===== src/logic/md_pkg.sv =====
`default_nettype none

package md_pkg;

	// main bus geometry, word addressed
	localparam int VA_W = 23;
	localparam int VD_W = 16;
	localparam int BE_W = 2;

	// top two address bits that map work ram
	localparam logic [1:0] RAM_REGION = 2'b11;

	// audio widths
	// linear fm is offset binary, dac emulation fm is signed
	localparam int FM_W = 9;
	localparam int FM2612_W = 10;
	localparam int PSG_W = 16;
	localparam int MIX_W = 16;
	localparam int MIX2612_W = 18;

	// bus owner
	typedef enum logic {
		ARB_CPU,
		ARB_DMA
	} arb_state_e;

	// block transfer engine
	typedef enum logic [1:0] {
		DMA_IDLE,
		DMA_READ,
		DMA_HOLD,
		DMA_DONE
	} dma_state_e;

endpackage

`default_nettype wire


===== src/logic/block_dma.sv =====
`timescale 1ns/1ps
`default_nettype none

module block_dma (
	input  wire                      MCLK2,
	input  wire                      arst_n_i,
	input  wire                      dma_start_i,
	input  wire [md_pkg::VA_W-1:0]   dma_src_i,
	input  wire [7:0]                dma_len_i,
	input  wire                      dma_ready_i,
	input  wire                      grant_i,
	input  wire                      bus_ack_i,
	input  wire [md_pkg::VD_W-1:0]   bus_rdata_i,
	output logic                     want_o,
	output logic                     strobe_o,
	output logic [md_pkg::VA_W-1:0]  addr_o,
	output logic                     dma_valid_o,
	output logic [md_pkg::VD_W-1:0]  dma_data_o,
	output logic                     dma_busy_o,
	output logic                     dma_done_o
);

	md_pkg::dma_state_e        state_q;
	logic [md_pkg::VA_W-1:0]   addr_q;
	logic [7:0]                left_q;
	logic [md_pkg::VD_W-1:0]   word_q;
	logic                      beat;

	assign strobe_o = (state_q == md_pkg::DMA_READ) & grant_i;
	assign beat = strobe_o & bus_ack_i;

	// hold the bus across back-pressure unless the last word is already in
	assign want_o = (state_q == md_pkg::DMA_READ) |
		((state_q == md_pkg::DMA_HOLD) & (left_q != 8'd0));

	assign addr_o = addr_q;
	assign dma_valid_o = (state_q == md_pkg::DMA_HOLD);
	assign dma_data_o = word_q;
	assign dma_busy_o = (state_q != md_pkg::DMA_IDLE);
	assign dma_done_o = (state_q == md_pkg::DMA_DONE);

	always_ff @(posedge MCLK2 or negedge arst_n_i)
	begin
		if (!arst_n_i)
		begin
			state_q <= md_pkg::DMA_IDLE;
			addr_q <= '0;
			left_q <= '0;
		end
		else
		begin
			case (state_q)
				md_pkg::DMA_IDLE:
					if (dma_start_i)
					begin
						addr_q <= dma_src_i;
						left_q <= dma_len_i;
						state_q <= md_pkg::DMA_READ;
					end
				md_pkg::DMA_READ:
					if (beat)
					begin
						addr_q <= addr_q + 1'b1;
						left_q <= left_q - 1'b1;
						state_q <= md_pkg::DMA_HOLD;
					end
				md_pkg::DMA_HOLD:
					if (dma_ready_i)
						state_q <= (left_q == 8'd0) ? md_pkg::DMA_DONE : md_pkg::DMA_READ;
				default:
					state_q <= md_pkg::DMA_IDLE;
			endcase
		end
	end

	// one word in flight
	always_ff @(posedge MCLK2)
	begin
		if (beat)
			word_q <= bus_rdata_i;
	end

endmodule

`default_nettype wire


===== config.mk =====
export PLATFORM = sky130hd
export DESIGN_NAME = block_dma
export DESIGN_NICKNAME = d
export VERILOG_FILES = /design/src/logic/md_pkg.sv /design/src/logic/block_dma.sv
export SDC_FILE = /design/constraint.sdc
export NUM_CORES = 1
export LEC_CHECK = 0
export ABC_CLOCK_PERIOD_IN_PS = 2900
export BUFFER_PORTS_ARGS = -buffer_cell sky130_fd_sc_hd__buf_2
export CAP_MARGIN = 20
export CORE_MARGIN = 10
export CORE_UTILIZATION = 45
export DETAILED_ROUTE_END_ITERATION = 16
export PLACE_DENSITY = 0.85
export SETUP_SLACK_MARGIN = 0.5
export SYNTH_ARGS = -nofsm -noshare
export SYNTH_HDL_FRONTEND = slang
export SYNTH_SLANG_ARGS = --single-unit

===== constraint.sdc =====
create_clock -name MCLK2 -period 2.9 [get_ports MCLK2]
set_input_delay 0.29 -clock MCLK2 [delete_from_list [all_inputs] [get_ports MCLK2]]
set_output_delay 0.29 -clock MCLK2 [all_outputs]
set_load 0.01 [all_outputs]

Yosys cells after proc, flatten, opt, wreduce, memory -nomap -nowiden
Index checks and enable logic that the tools add are counted.
Storage, ports and cells
  bits in registers: 49
  input bits: 53
  output and inout port bits: 44
  logic and storage cells: 34
Operators by class
  equality and inequality tests: 6
  bitwise operators: 4
  muxes and demuxes: 11
  reduce and logical (&&, ||, !) cells: 7
  add/sub/neg operators: 2
Operator list (number)
  two-way mux 23 bit: 2
  one-hot mux 23 bit (2 select lines): 1
  adder 23 x 1 -> 23 bit (second input constant): 1
  two-way mux 8 bit: 2
  one-hot mux 8 bit (2 select lines): 1
  zero test 8 bit: 1
  two-way mux 2 bit: 4
  nonzero test 8 bit: 1
  subtractor 8 x 1 -> 8 bit (second input constant): 1
  inequality test 2 bit (second input constant): 3
  one-hot mux 2 bit (3 select lines): 1
  AND reduction 3 bit: 2
  equality test 2 bit (second input constant): 2
  nonzero test 2 bit: 2
  bitwise AND 1 bit: 3
  equality test 2 x 1 -> 1 bit (second input constant): 1
  zero test 2 bit: 1
  OR 1 bit: 1

Logic depth before layout (Yosys ltp)
Gate-level depths: netlist of run 1.
  depth after elaboration: 5
  depth in mapped cells: 8
  gate-level depth less buffers: 7

Worst setup path before layout of run 1
No wires, ideal clock.
  path type: reg-to-output
  start point: reg left_q[0]
  end point: out want_o
  slack: 0.887 ns
  cell stages (with the launch flop): 7
  arrival: 1.723 ns
  path buffers: 0
  cells stage by stage: dfrtp_1 inv_1 ha_1 or3b_2 or2_2 o41ai_1 nand2_1
On the way
  cells in the longest elaborated chain, start to end: 3
Ends and longest elaborated chain
  start: declaration: line block_dma.sv:25  | logic [7:0] left_q;
  start signal: assignment: line block_dma.sv:57  | left_q <= dma_len_i;
  start signal: assignment: line block_dma.sv:64  | left_q <= left_q - 1'b1;
  nonzero test 8 bit: line block_dma.sv:34  | ((state_q == md_pkg::DMA_HOLD) & (left_q != 8'd0));
  bitwise AND 1 bit: line block_dma.sv:34
  OR 1 bit: line block_dma.sv:33  | assign want_o = (state_q == md_pkg::DMA_READ) |
  end: declaration: line block_dma.sv:14  | output logic want_o,
Every way passes these cells.

Final worst setup path of run 1
  start point: reg left_q[1]
  end point: out want_o
The elaborated chain is that of the path after synthesis.

==> results of run 1 <==
-- timing repair --
item                                    CTS  global route
pin swaps                                 0             1
gates resized for setup                   3             5
endpoints found under the setup margin    1             1
setup buffers                             1             2
endpoints found under the hold margin     0             0
-- cells in the mapped netlist, types with 2 or more instances --
master / n / area [µm²]
and2_1: 5 / 31.3
clkbuf_1: 8 / 30.0
nand3_1: 11 / 55.1
nor2_2: 2 / 12.5
inv_1: 4 / 15.0
dfrtp_1: 33 / 826
nand2_1: 36 / 135
edfxtp_1: 16 / 480
a311oi_1: 2 / 17.5
nor2_1: 22 / 82.6
or3_1: 5 / 31.3
ha_1: 2 / 25.0
nand3_2: 2 / 20.0
buf_2: 6 / 30.0
a2bb2oi_1: 6 / 52.6
and4_1: 2 / 17.5
a31oi_1: 3 / 18.8
o22ai_1: 13 / 81.3
nand2b_1: 2 / 12.5
nor2b_1: 2 / 12.5
o41ai_1: 2 / 17.5
nor3_1: 13 / 65.1
a211oi_1: 3 / 22.5
nand4_1: 2 / 12.5
o32ai_1: 2 / 17.5
a21oi_1: 33 / 165
or2_2: 3 / 18.8
o21ai_0: 13 / 65.1
-- cell usage in the layout (no fill, tap or decap), types with 2 or more instances in the layout --
master / n
buf_4: 8
nand4_1: 2
a311oi_1: 2
inv_1: 2
o21ai_0: 13
or3_1: 5
inv_2: 3
nand2_1: 36
a31oi_1: 3
nand3_2: 2
buf_2: 96
a2bb2oi_1: 6
nand3_1: 11
o32ai_1: 2
and4_1: 2
nand2b_1: 2
nor2_2: 2
bufinv_16: 2
clkbuf_8: 5
and2_1: 5
a211oi_1: 3
nor3_1: 13
or2_2: 2
dfrtp_1: 33
edfxtp_1: 16
a21oi_1: 33
o22ai_1: 13
nor2_1: 22
-- worst max path at each step --
stage	startpoint	end	slack, ns	cells after the start
global placement	left_q[0]	want_o	0.74	7
CTS	left_q[1]	want_o	0.56	7
global route	left_q[1]	want_o	0.48	7
floorplan	left_q[0]	want_o	0.89	6
finish	left_q[1]	want_o	0.59	7
detailed placement	left_q[0]	want_o	0.66	7
-- stage by stage --
stage | cell area (µm²) | power [mW]
after floorplan | 2530 | 1.93
after global placement | 3070 | 2.33
after detailed placement | 3070 | 2.38
after CTS | 3220 | 2.97
after global routing | 3260 | 3.21
final | 3260 | 3.01
-- critical path, cell delays in order, from the launching register on --
cell and delay [ns]:
dfrtp_1 0.40, inv_2 0.08, ha_4 0.13, or3b_4 0.38
or2_4 0.28, o41ai_4 0.19, nand2_1 0.09, buf_2 0.16
-- logic make-up (layout without fill, tap and decap cells) --
logic type | count (synthesis) | after routing | share of synthesized area (%)
adders and majority gates | 2 | 2 | 0.987
muxes | 1 | 1 | 0.395
and+or+nand+nor | 115 | 115 | 22.7
DFF | 49 | 49 | 51.5
AOI/OAI and AO/OA | 83 | 83 | 20.6
buffers and inverters | 21 | 117 | 3.75
-- where the power goes --
part | internal, mW | switching [mW]
Combinational | 0.500 | 0.701
Sequential | 0.943 | 0.287
Clock | 0.343 | 0.232
-- area by class of cell --
type | count | area (µm²)
Tap cell | 72 | 90.1
Sequential cell | 49 | 1310
Multi-Input combinational cell | 201 | 1170
Inverter | 5 | 18.8
Clock buffer | 5 | 68.8
Fill cell | 505 | 2210
Timing Repair Buffer | 104 | 541
Clock inverter | 3 | 65.1
-- sequential cells by signal, summed over array words and instances, names as in the netlist --
signal	count
dma_data_o	16
state_q	2
left_q	8
addr_o	23
-- per-layer routing --
| layer | vias to the layer above | global-route usage, % | routed length, µm |
|---|---|---|---|
| li1 | 1189 | - | - |
| met1 | 1201 | 20.2 | 3260 |
| met5 | - | 0 | 0 |
| met3 | 15 | 5.58 | 788 |
| met2 | 125 | 25.2 | 3500 |
| met4 | 0 | 3.49 | 108 |
==> metrics, run 1 <==
CP arrival=2.02 ns; Cell Rows=27; Syn Area/Cell=9.35 µm²; CTS tree=done; first-pass GRT wire length=11500 µm; Hold Slack=0.0528 ns; Final ANT Viol Nets=0; # DRC=0; DRT Pass-1 Iters=4; placed cell count=428; # clock sinks=49; WL final=7660 µm; worst vdd ir=0.000450 V; Worst Clk Skew=0.00550 ns; kind of critical path=register to output port; R2R Path End=addr_o[21]; syn nets=326; Cells after Synth=271; antenna violations before repair=0; Placement Setup Slack=0.658 ns; Worst-path clk slew=0.09 ns; Worst EP required=2.61 ns; R2R Setup Slk=0.74 ns; part of the Yosys area used for sequential elements=51.5%; setup TNS=0 ns; CTS Root Buffer Type=clkbuf_8; Post-synth EDFFs=16; number of I/O pins=97; die span in x=95.1 µm; Least-Margin Pin Slew=0.813 ns; reg2reg start=state_q[1]; Top FF cell, synth=dfrtp_1; Routed WL per cell=17.4 µm; Synth Cell Area=2530 µm²; die area=9040 µm²; IO Port Bufs=96; Final Util=59.6%; DR vias/cell=5.76; share of flip-flops with an asynchronous set or reset=67.3%; via count=2530; PwrDens=921 nW/µm²; clk buf depth=2; outcome=complete, no violations; largest net degree at the start of global routing=51; unrepaired setup endpoints after global routing=true; number of global-route vias before repair=2363; # hold bufs at CTS=0; nature of the critical path endpoint=output port; max_cap viols=0; Yosys reg bits=49; Synth Warn #=0; Initial Util=46.3%; Highest Clock Rate=0.433 GHz; Reg2Reg Depth=5; Tmin final=2.31 ns; CTS H-Tree Depth=2; dpl hpwl=5600 µm; final worst slack=0.590 ns; Die Ht=95.1 µm; Area Growth Syn to Fin=28.7%; CP max FO=3; Hold Path Class=input port to asynchronous set/reset pin; share of post-route cells with drive strength above 1=35.1%; Layout Nets=421; Finish-stage setup viols=0; GPL Wtd Cong=0.869; CTS buffer count=5; Tot GR Track Use=15.8%; Tcrit/Tclk final=79.7%; Slew Limit Fails=0; Finished Layout Cells=439; Worst-Skew Late Latency=0.30 ns; Core Region=5470 µm²; Hold Vio Cnt, Final=0; Worst Setup Start Kind=register; GRT Residual Overflow=0; Distinct cells, synth=46; Worst slew margin=45.8%; DR iter-0 viols=211; antenna cells=0; Leak Pwr=1.41 nW
Note: power is estimated with default switching activity, not from simulation.
==> run 2: changes to the inputs <==
--- a/config.mk
+++ b/config.mk
@@ -5,7 +5,7 @@
 export SDC_FILE = /design/constraint.sdc
 export NUM_CORES = 1
 export LEC_CHECK = 0
-export ABC_CLOCK_PERIOD_IN_PS = 2900
+export ABC_CLOCK_PERIOD_IN_PS = 2300
 export BUFFER_PORTS_ARGS = -buffer_cell sky130_fd_sc_hd__buf_2
 export CAP_MARGIN = 20
 export CORE_MARGIN = 10
==> constraint.sdc (replaced) <==
create_clock -name MCLK2 -period 2.3 [get_ports MCLK2]
set_input_delay 0.23 -clock MCLK2 [delete_from_list [all_inputs] [get_ports MCLK2]]
set_output_delay 0.23 -clock MCLK2 [all_outputs]
set_load 0.01 [all_outputs]
==> run 2 against run 1 <==
  * The flow now finishes with violations (hold timing)
  * Global-route usage is 0.70 points higher
  * Utilization is 2.6 points higher
  * Worst setup slack worse by 0.48 ns
  * Hold slack worse by 0.062 ns
  * Clock-buffer cell count stayed put
  * Sequential power is 25% higher
  * Flip-flop and latch count stayed put
  * Critical endpoint unchanged
  * Clock power is 6.1% higher
  * First-iteration DRC count is 25% lower
  * Critical path depth stayed put
  * Clock skew is 0.0039 ns higher
==> metrics, run 2 (synthesis results as in run 1) <==
outcome=complete, but fails checks; failing checks=hold timing; Hold Vio Cnt, Final=10; antenna cells=0; first-pass GRT wire length=12000 µm; Finished Layout Cells=453; Power Internal=2.26 mW; Final ANT Viol Nets=0; commonest non-fill, non-tap cell in the layout=buf_2; Reg2Reg Depth=7; PwrDens=1120 nW/µm²; Reg power frac=40.2%; Clock Power Share=16.0%; Hold Slack=-0.00922 ns; sw power=1.56 mW; CP arrival=1.96 ns; Leak Pwr=1.49 nW; Die Ht=95.1 µm; most used routing layer=met2; Core Region=5470 µm²; CTS H-Tree Depth=2; dpl hpwl=5720 µm; max_cap viols=0; # clock sinks=49; CTS tree=done; combinational power share=43.8%; GR Util met1=20.6%; placed cell count=433; M2 GR Usage=27.1%; number of I/O pins=97; CTS buffer count=5; R2R Path End=state_q[1]; die span in x=95.1 µm; Highest Clock Rate=0.456 GHz; met3 Track Usage GR=5.42%; Tmin final=2.19 ns; number of global-route vias before repair=2495; Finish-stage setup viols=0; die area=9040 µm²; Worst-Skew Late Latency=0.30 ns; WL final=7640 µm; Worst slew margin=48.7%; DR vias/cell=5.59; IO Port Bufs=96; share of post-route cells with drive strength above 1=39.1%; Hold Path Class=input port to asynchronous set/reset pin; Least-Margin Pin Slew=0.769 ns; max reg flops=23; # DRC=0; # hold bufs at CTS=0; Worst Setup Start Kind=register; reg2reg start=left_q[1]; largest net degree at the start of global routing=51; unrepaired setup endpoints after global routing=true; GRT Residual Overflow=0; final worst slack=0.106 ns; Cell Rows=27; Placement Setup Slack=0.367 ns; Area Growth Syn to Fin=34.3%; CP max FO=4; Layout Nets=435; Slew Limit Fails=0; antenna violations before repair=0; Tot GR Track Use=16.5%; Worst Clk Skew=0.00941 ns; DRT Pass-1 Iters=4; CTS Root Buffer Type=clkbuf_8; Worst EP required=2.07 ns; via count=2532; worst vdd ir=0.000537 V; R2R Setup Slk=0.55 ns; commonest non-fill, non-tap cells in the layout=buf_2, nand2_1, a21oi_1; Tcrit/Tclk final=95.4%; kind of critical path=register to output port; Routed WL per cell=16.9 µm; nature of the critical path endpoint=output port; Initial Util=46.3%; Worst-path clk slew=0.09 ns; clk buf depth=2; filler cell count=498; sw frac=40.8%; DR iter-0 viols=159; GPL Wtd Cong=0.933
==> run 2: how the worst max path moves through the flow <==
stage                    from  endpoint  cells past startpoint
floorplan           left_q[0]    want_o                      6
global placement    left_q[0]    want_o                      7
detailed placement  left_q[0]    want_o                      7
CTS                 left_q[1]    want_o                      7
global route        left_q[1]    want_o                      7
finish              left_q[1]    want_o                      7
==> run 2: what timing repair did <==
| item | CTS | global route |
|---|---|---|
| setup endpoints to repair | 8 | 12 |
| pin swaps | 1 | 2 |
| resized for setup | 5 | 8 |
| buffers inserted | 5 | 7 |
==> run 2: metrics by stage <==
step / total power [mW] / setup TNS (ns) / area (µm²) / utilization [%]
final: 3.82 / 0 / 3400 / 62.2
after floorplan: 2.44 / 0 / 2550 / -
after global routing: 4.11 / -0.0216 / 3400 / 62.2
after detailed placement: 3.07 / 0 / 3150 / 57.6
after global placement: 3.01 / 0 / 3150 / 57.6
after CTS: 3.72 / 0 / 3310 / 60.6
==> run 2: power by group through the flow <==
stage	Sequential [mW]	Clock [mW]	Combinational, mW
global placement	1.52	0	1.49
detailed placement	1.54	0	1.53
finish	1.54	0.610	1.67
CTS	1.53	0.623	1.57
global route	1.58	0.663	1.87
floorplan	1.57	0	0.869
==> run 2: cell type report <==
type                       count  area, µm²  share of cell area, %
timing repair buffer         118        676                   19.9
clock buffer                   5       68.8                   2.02
sequential                    49       1310                   38.5
tap                           72       90.1                   2.65
multi-input combinational    201       1190                   35.1
clock inverter                 3       41.3                   1.21
inverter                       5       21.3                  0.625
==> run 2: critical path, cell delays in order, from the launching register on <==
cell     delay [ns]
dfrtp_1        0.40
inv_2          0.08
ha_4           0.14
or3b_4         0.38
or2_4          0.26
o41ai_4        0.19
nand2_1        0.07
buf_2          0.14
==> run 2: per-layer routing <==
| metal | part of all wire, % | wire length [µm] |
|---|---|---|
| met5 | 0 | 0 |
| met3 | 10 | 797 |
| met2 | 46 | 3540 |
| met4 | 0.89 | 68 |
| met1 | 42 | 3230 |
==> run 3: changes to the inputs <==
--- a/config.mk
+++ b/config.mk
@@ -8,6 +8,7 @@
 export ABC_CLOCK_PERIOD_IN_PS = 2300
 export BUFFER_PORTS_ARGS = -buffer_cell sky130_fd_sc_hd__buf_2
 export CAP_MARGIN = 20
+export CORE_ASPECT_RATIO = 0.9
 export CORE_MARGIN = 10
 export CORE_UTILIZATION = 45
 export DETAILED_ROUTE_END_ITERATION = 16
==> run 3 against run 2 <==
  * The flow still finishes with violations (hold timing)
  * Wire length increased by 5.3%
  * First-iteration DRC count up 20%
  * Fmax is 4.3% lower
  * Register-to-register slack got worse by 0.10 ns
  * Worst setup slack lost 0.098 ns
  * Combinational power up 5%
  * Global-route usage rose by 0.48 points
  * Clock-buffer cell count stayed put
  * Final area is 0.99% higher
  * Power fell by 0.37%
  * Sequential power is essentially flat
  * Sequential share of layout area decreased by 0.20 points
  * Critical path type unchanged
  * Largest power group unchanged
==> metrics, run 3 (synthesis results as in run 1) <==
outcome=complete, but fails checks; failing checks=hold timing; # hold bufs at CTS=0; nature of the critical path endpoint=output port; WL final=8040 µm; commonest non-fill, non-tap cell in the layout=buf_2; Worst-path clk slew=0.09 ns; Slew Limit Fails=0; CP max stage delay=0.40 ns; met3 wire length=802 µm; Finished Layout Cells=454; Worst EP required=2.07 ns; PwrDens=1110 nW/µm²; CP max FO=3; GRT Residual Overflow=0; Reg2Reg Depth=8; Worst Setup Start Kind=register; largest net degree at the start of global routing=34; max_cap viols=0; die area=9040 µm²; # DRC=0; Finish-stage setup viols=0; CTS H-Tree Depth=2; Core Region=5350 µm²; Hold Vio Cnt, Final=14; Tcrit/Tclk final=99.7%; Tot GR Track Use=17.0%; Met1 Wirelength=3530 µm; clk buf depth=2; worst vdd ir=0.000885 V; CP arrival=2.06 ns; Worst Path Buf+Inv=2; Layout Nets=441; antenna cells=0; setup TNS=0 ns; CTS Root Buffer Type=clkbuf_8; unrepaired setup endpoints after global routing=true; met2 wire len=3620 µm; Initial Util=47.4%; Worst Clk Skew=0.00638 ns; Highest Clock Rate=0.436 GHz; worst path cell trace=inv_2 > ha_4 > or3b_4 > or2_4 > o41ai_2 > nand2_1 > buf_2; CP top delay family=simple AND/OR/NAND/NOR gates; Tmin final=2.29 ns; Area Growth Syn to Fin=35.6%; R2R Path End=state_q[1]; max reg flops=23; antenna violations before repair=0; via count=2628; Worst-Skew Late Latency=0.30 ns; Cell Rows=25; DR top layer=met4; die span in x=99.1 µm; IO Port Bufs=96; share of post-route cells with drive strength above 1=42.9%; number of I/O pins=97; R2R Setup Slk=0.45 ns; DR vias/cell=5.79; DRT Pass-1 Iters=5; first-pass GRT wire length=12900 µm; dpl hpwl=5860 µm; Routed WL per cell=17.7 µm; reg2reg start=left_q[1]; number of global-route vias before repair=2571; GPL Wtd Cong=0.934; Hold Slack=-0.00567 ns; placed cell count=429; CTS tree=done; CTS buffer count=5; Die Ht=91.2 µm; commonest non-fill, non-tap cells in the layout=buf_2, nand2_1, a21oi_1; Leak Pwr=1.49 nW; Least-Margin Pin Slew=0.772 ns; Hold Path Class=input port to asynchronous set/reset pin; # clock sinks=49; Final ANT Viol Nets=0; Worst slew margin=48.5%; CP max stage cell=dfrtp_1; DR iter-0 viols=191; kind of critical path=register to output port
## run 3: worst register-to-register path, stage by stage, from the launching register on
cell and delay (ns):
dfrtp_1 0.40, inv_2 0.09, ha_4 0.14, or3b_4 0.37
or2_4 0.24, buf_4 0.15, o41ai_1 0.25, nand2_1 0.09
nand2_1 0.07
## run 3: worst max path at each step
stage	start	end	slack, ns	cells after the start
finish	left_q[1]	want_o	0.008	7
global placement	left_q[0]	want_o	0.42	7
detailed placement	left_q[0]	want_o	0.38	7
global route	left_q[1]	want_o	-0.05	7
floorplan	left_q[0]	want_o	0.54	6
CTS	left_q[1]	want_o	0.13	7
## run 3: power breakdown
| part | leakage (nW) | internal (mW) | switching (mW) |
|---|---|---|---|
| clock | 0.0455 | 0.211 | 0.297 |
| combinational | 0.931 | 0.777 | 0.971 |
| sequential | 0.513 | 1.20 | 0.348 |
## run 3: final cells by class
cell class                 instances  area [µm²]
fill                             460        1910
sequential                        49        1320
timing repair buffer             124         703
tap                               67        83.8
multi-input combinational        201        1220
clock inverter                     3        17.5
clock buffer                       5        68.8
inverter                           5        21.3
## run 3: layer usage
metal | track usage, % | vias to the layer above
met3 | 5.83 | 10
li1 | - | 1234
met1 | 22.2 | 1237
met4 | 2.86 | 0
met5 | 0 | -
met2 | 26.7 | 147
## run 3: repair_timing
item | 4_1_cts | 5_1_grt
setup buffers | 7 | 10
endpoints found under the hold margin | 0 | 0
endpoints found under the setup margin | 8 | 17
pin swaps | 5 | 4
gates resized for setup | 10 | 16
gates cloned | 0 | 0
## run 3: stage by stage
stage | utilization, % | power (mW) | worst slack [ns] | hold slack (ns) | area (µm²)
2_1_floorplan | - | 2.44 | 0.540 | -0.0656 | 2550
3_3_place_gp | 58.6 | 3.00 | 0.418 | 0.339 | 3140
3_5_place_dp | 58.6 | 3.06 | 0.380 | 0.341 | 3140
4_1_cts | 62.0 | 3.64 | 0.128 | 0.0169 | 3320
5_1_grt | 64.3 | 4.10 | -0.0476 | 0.0390 | 3440
6_report | 64.3 | 3.81 | 0.00762 | -0.00567 | 3440
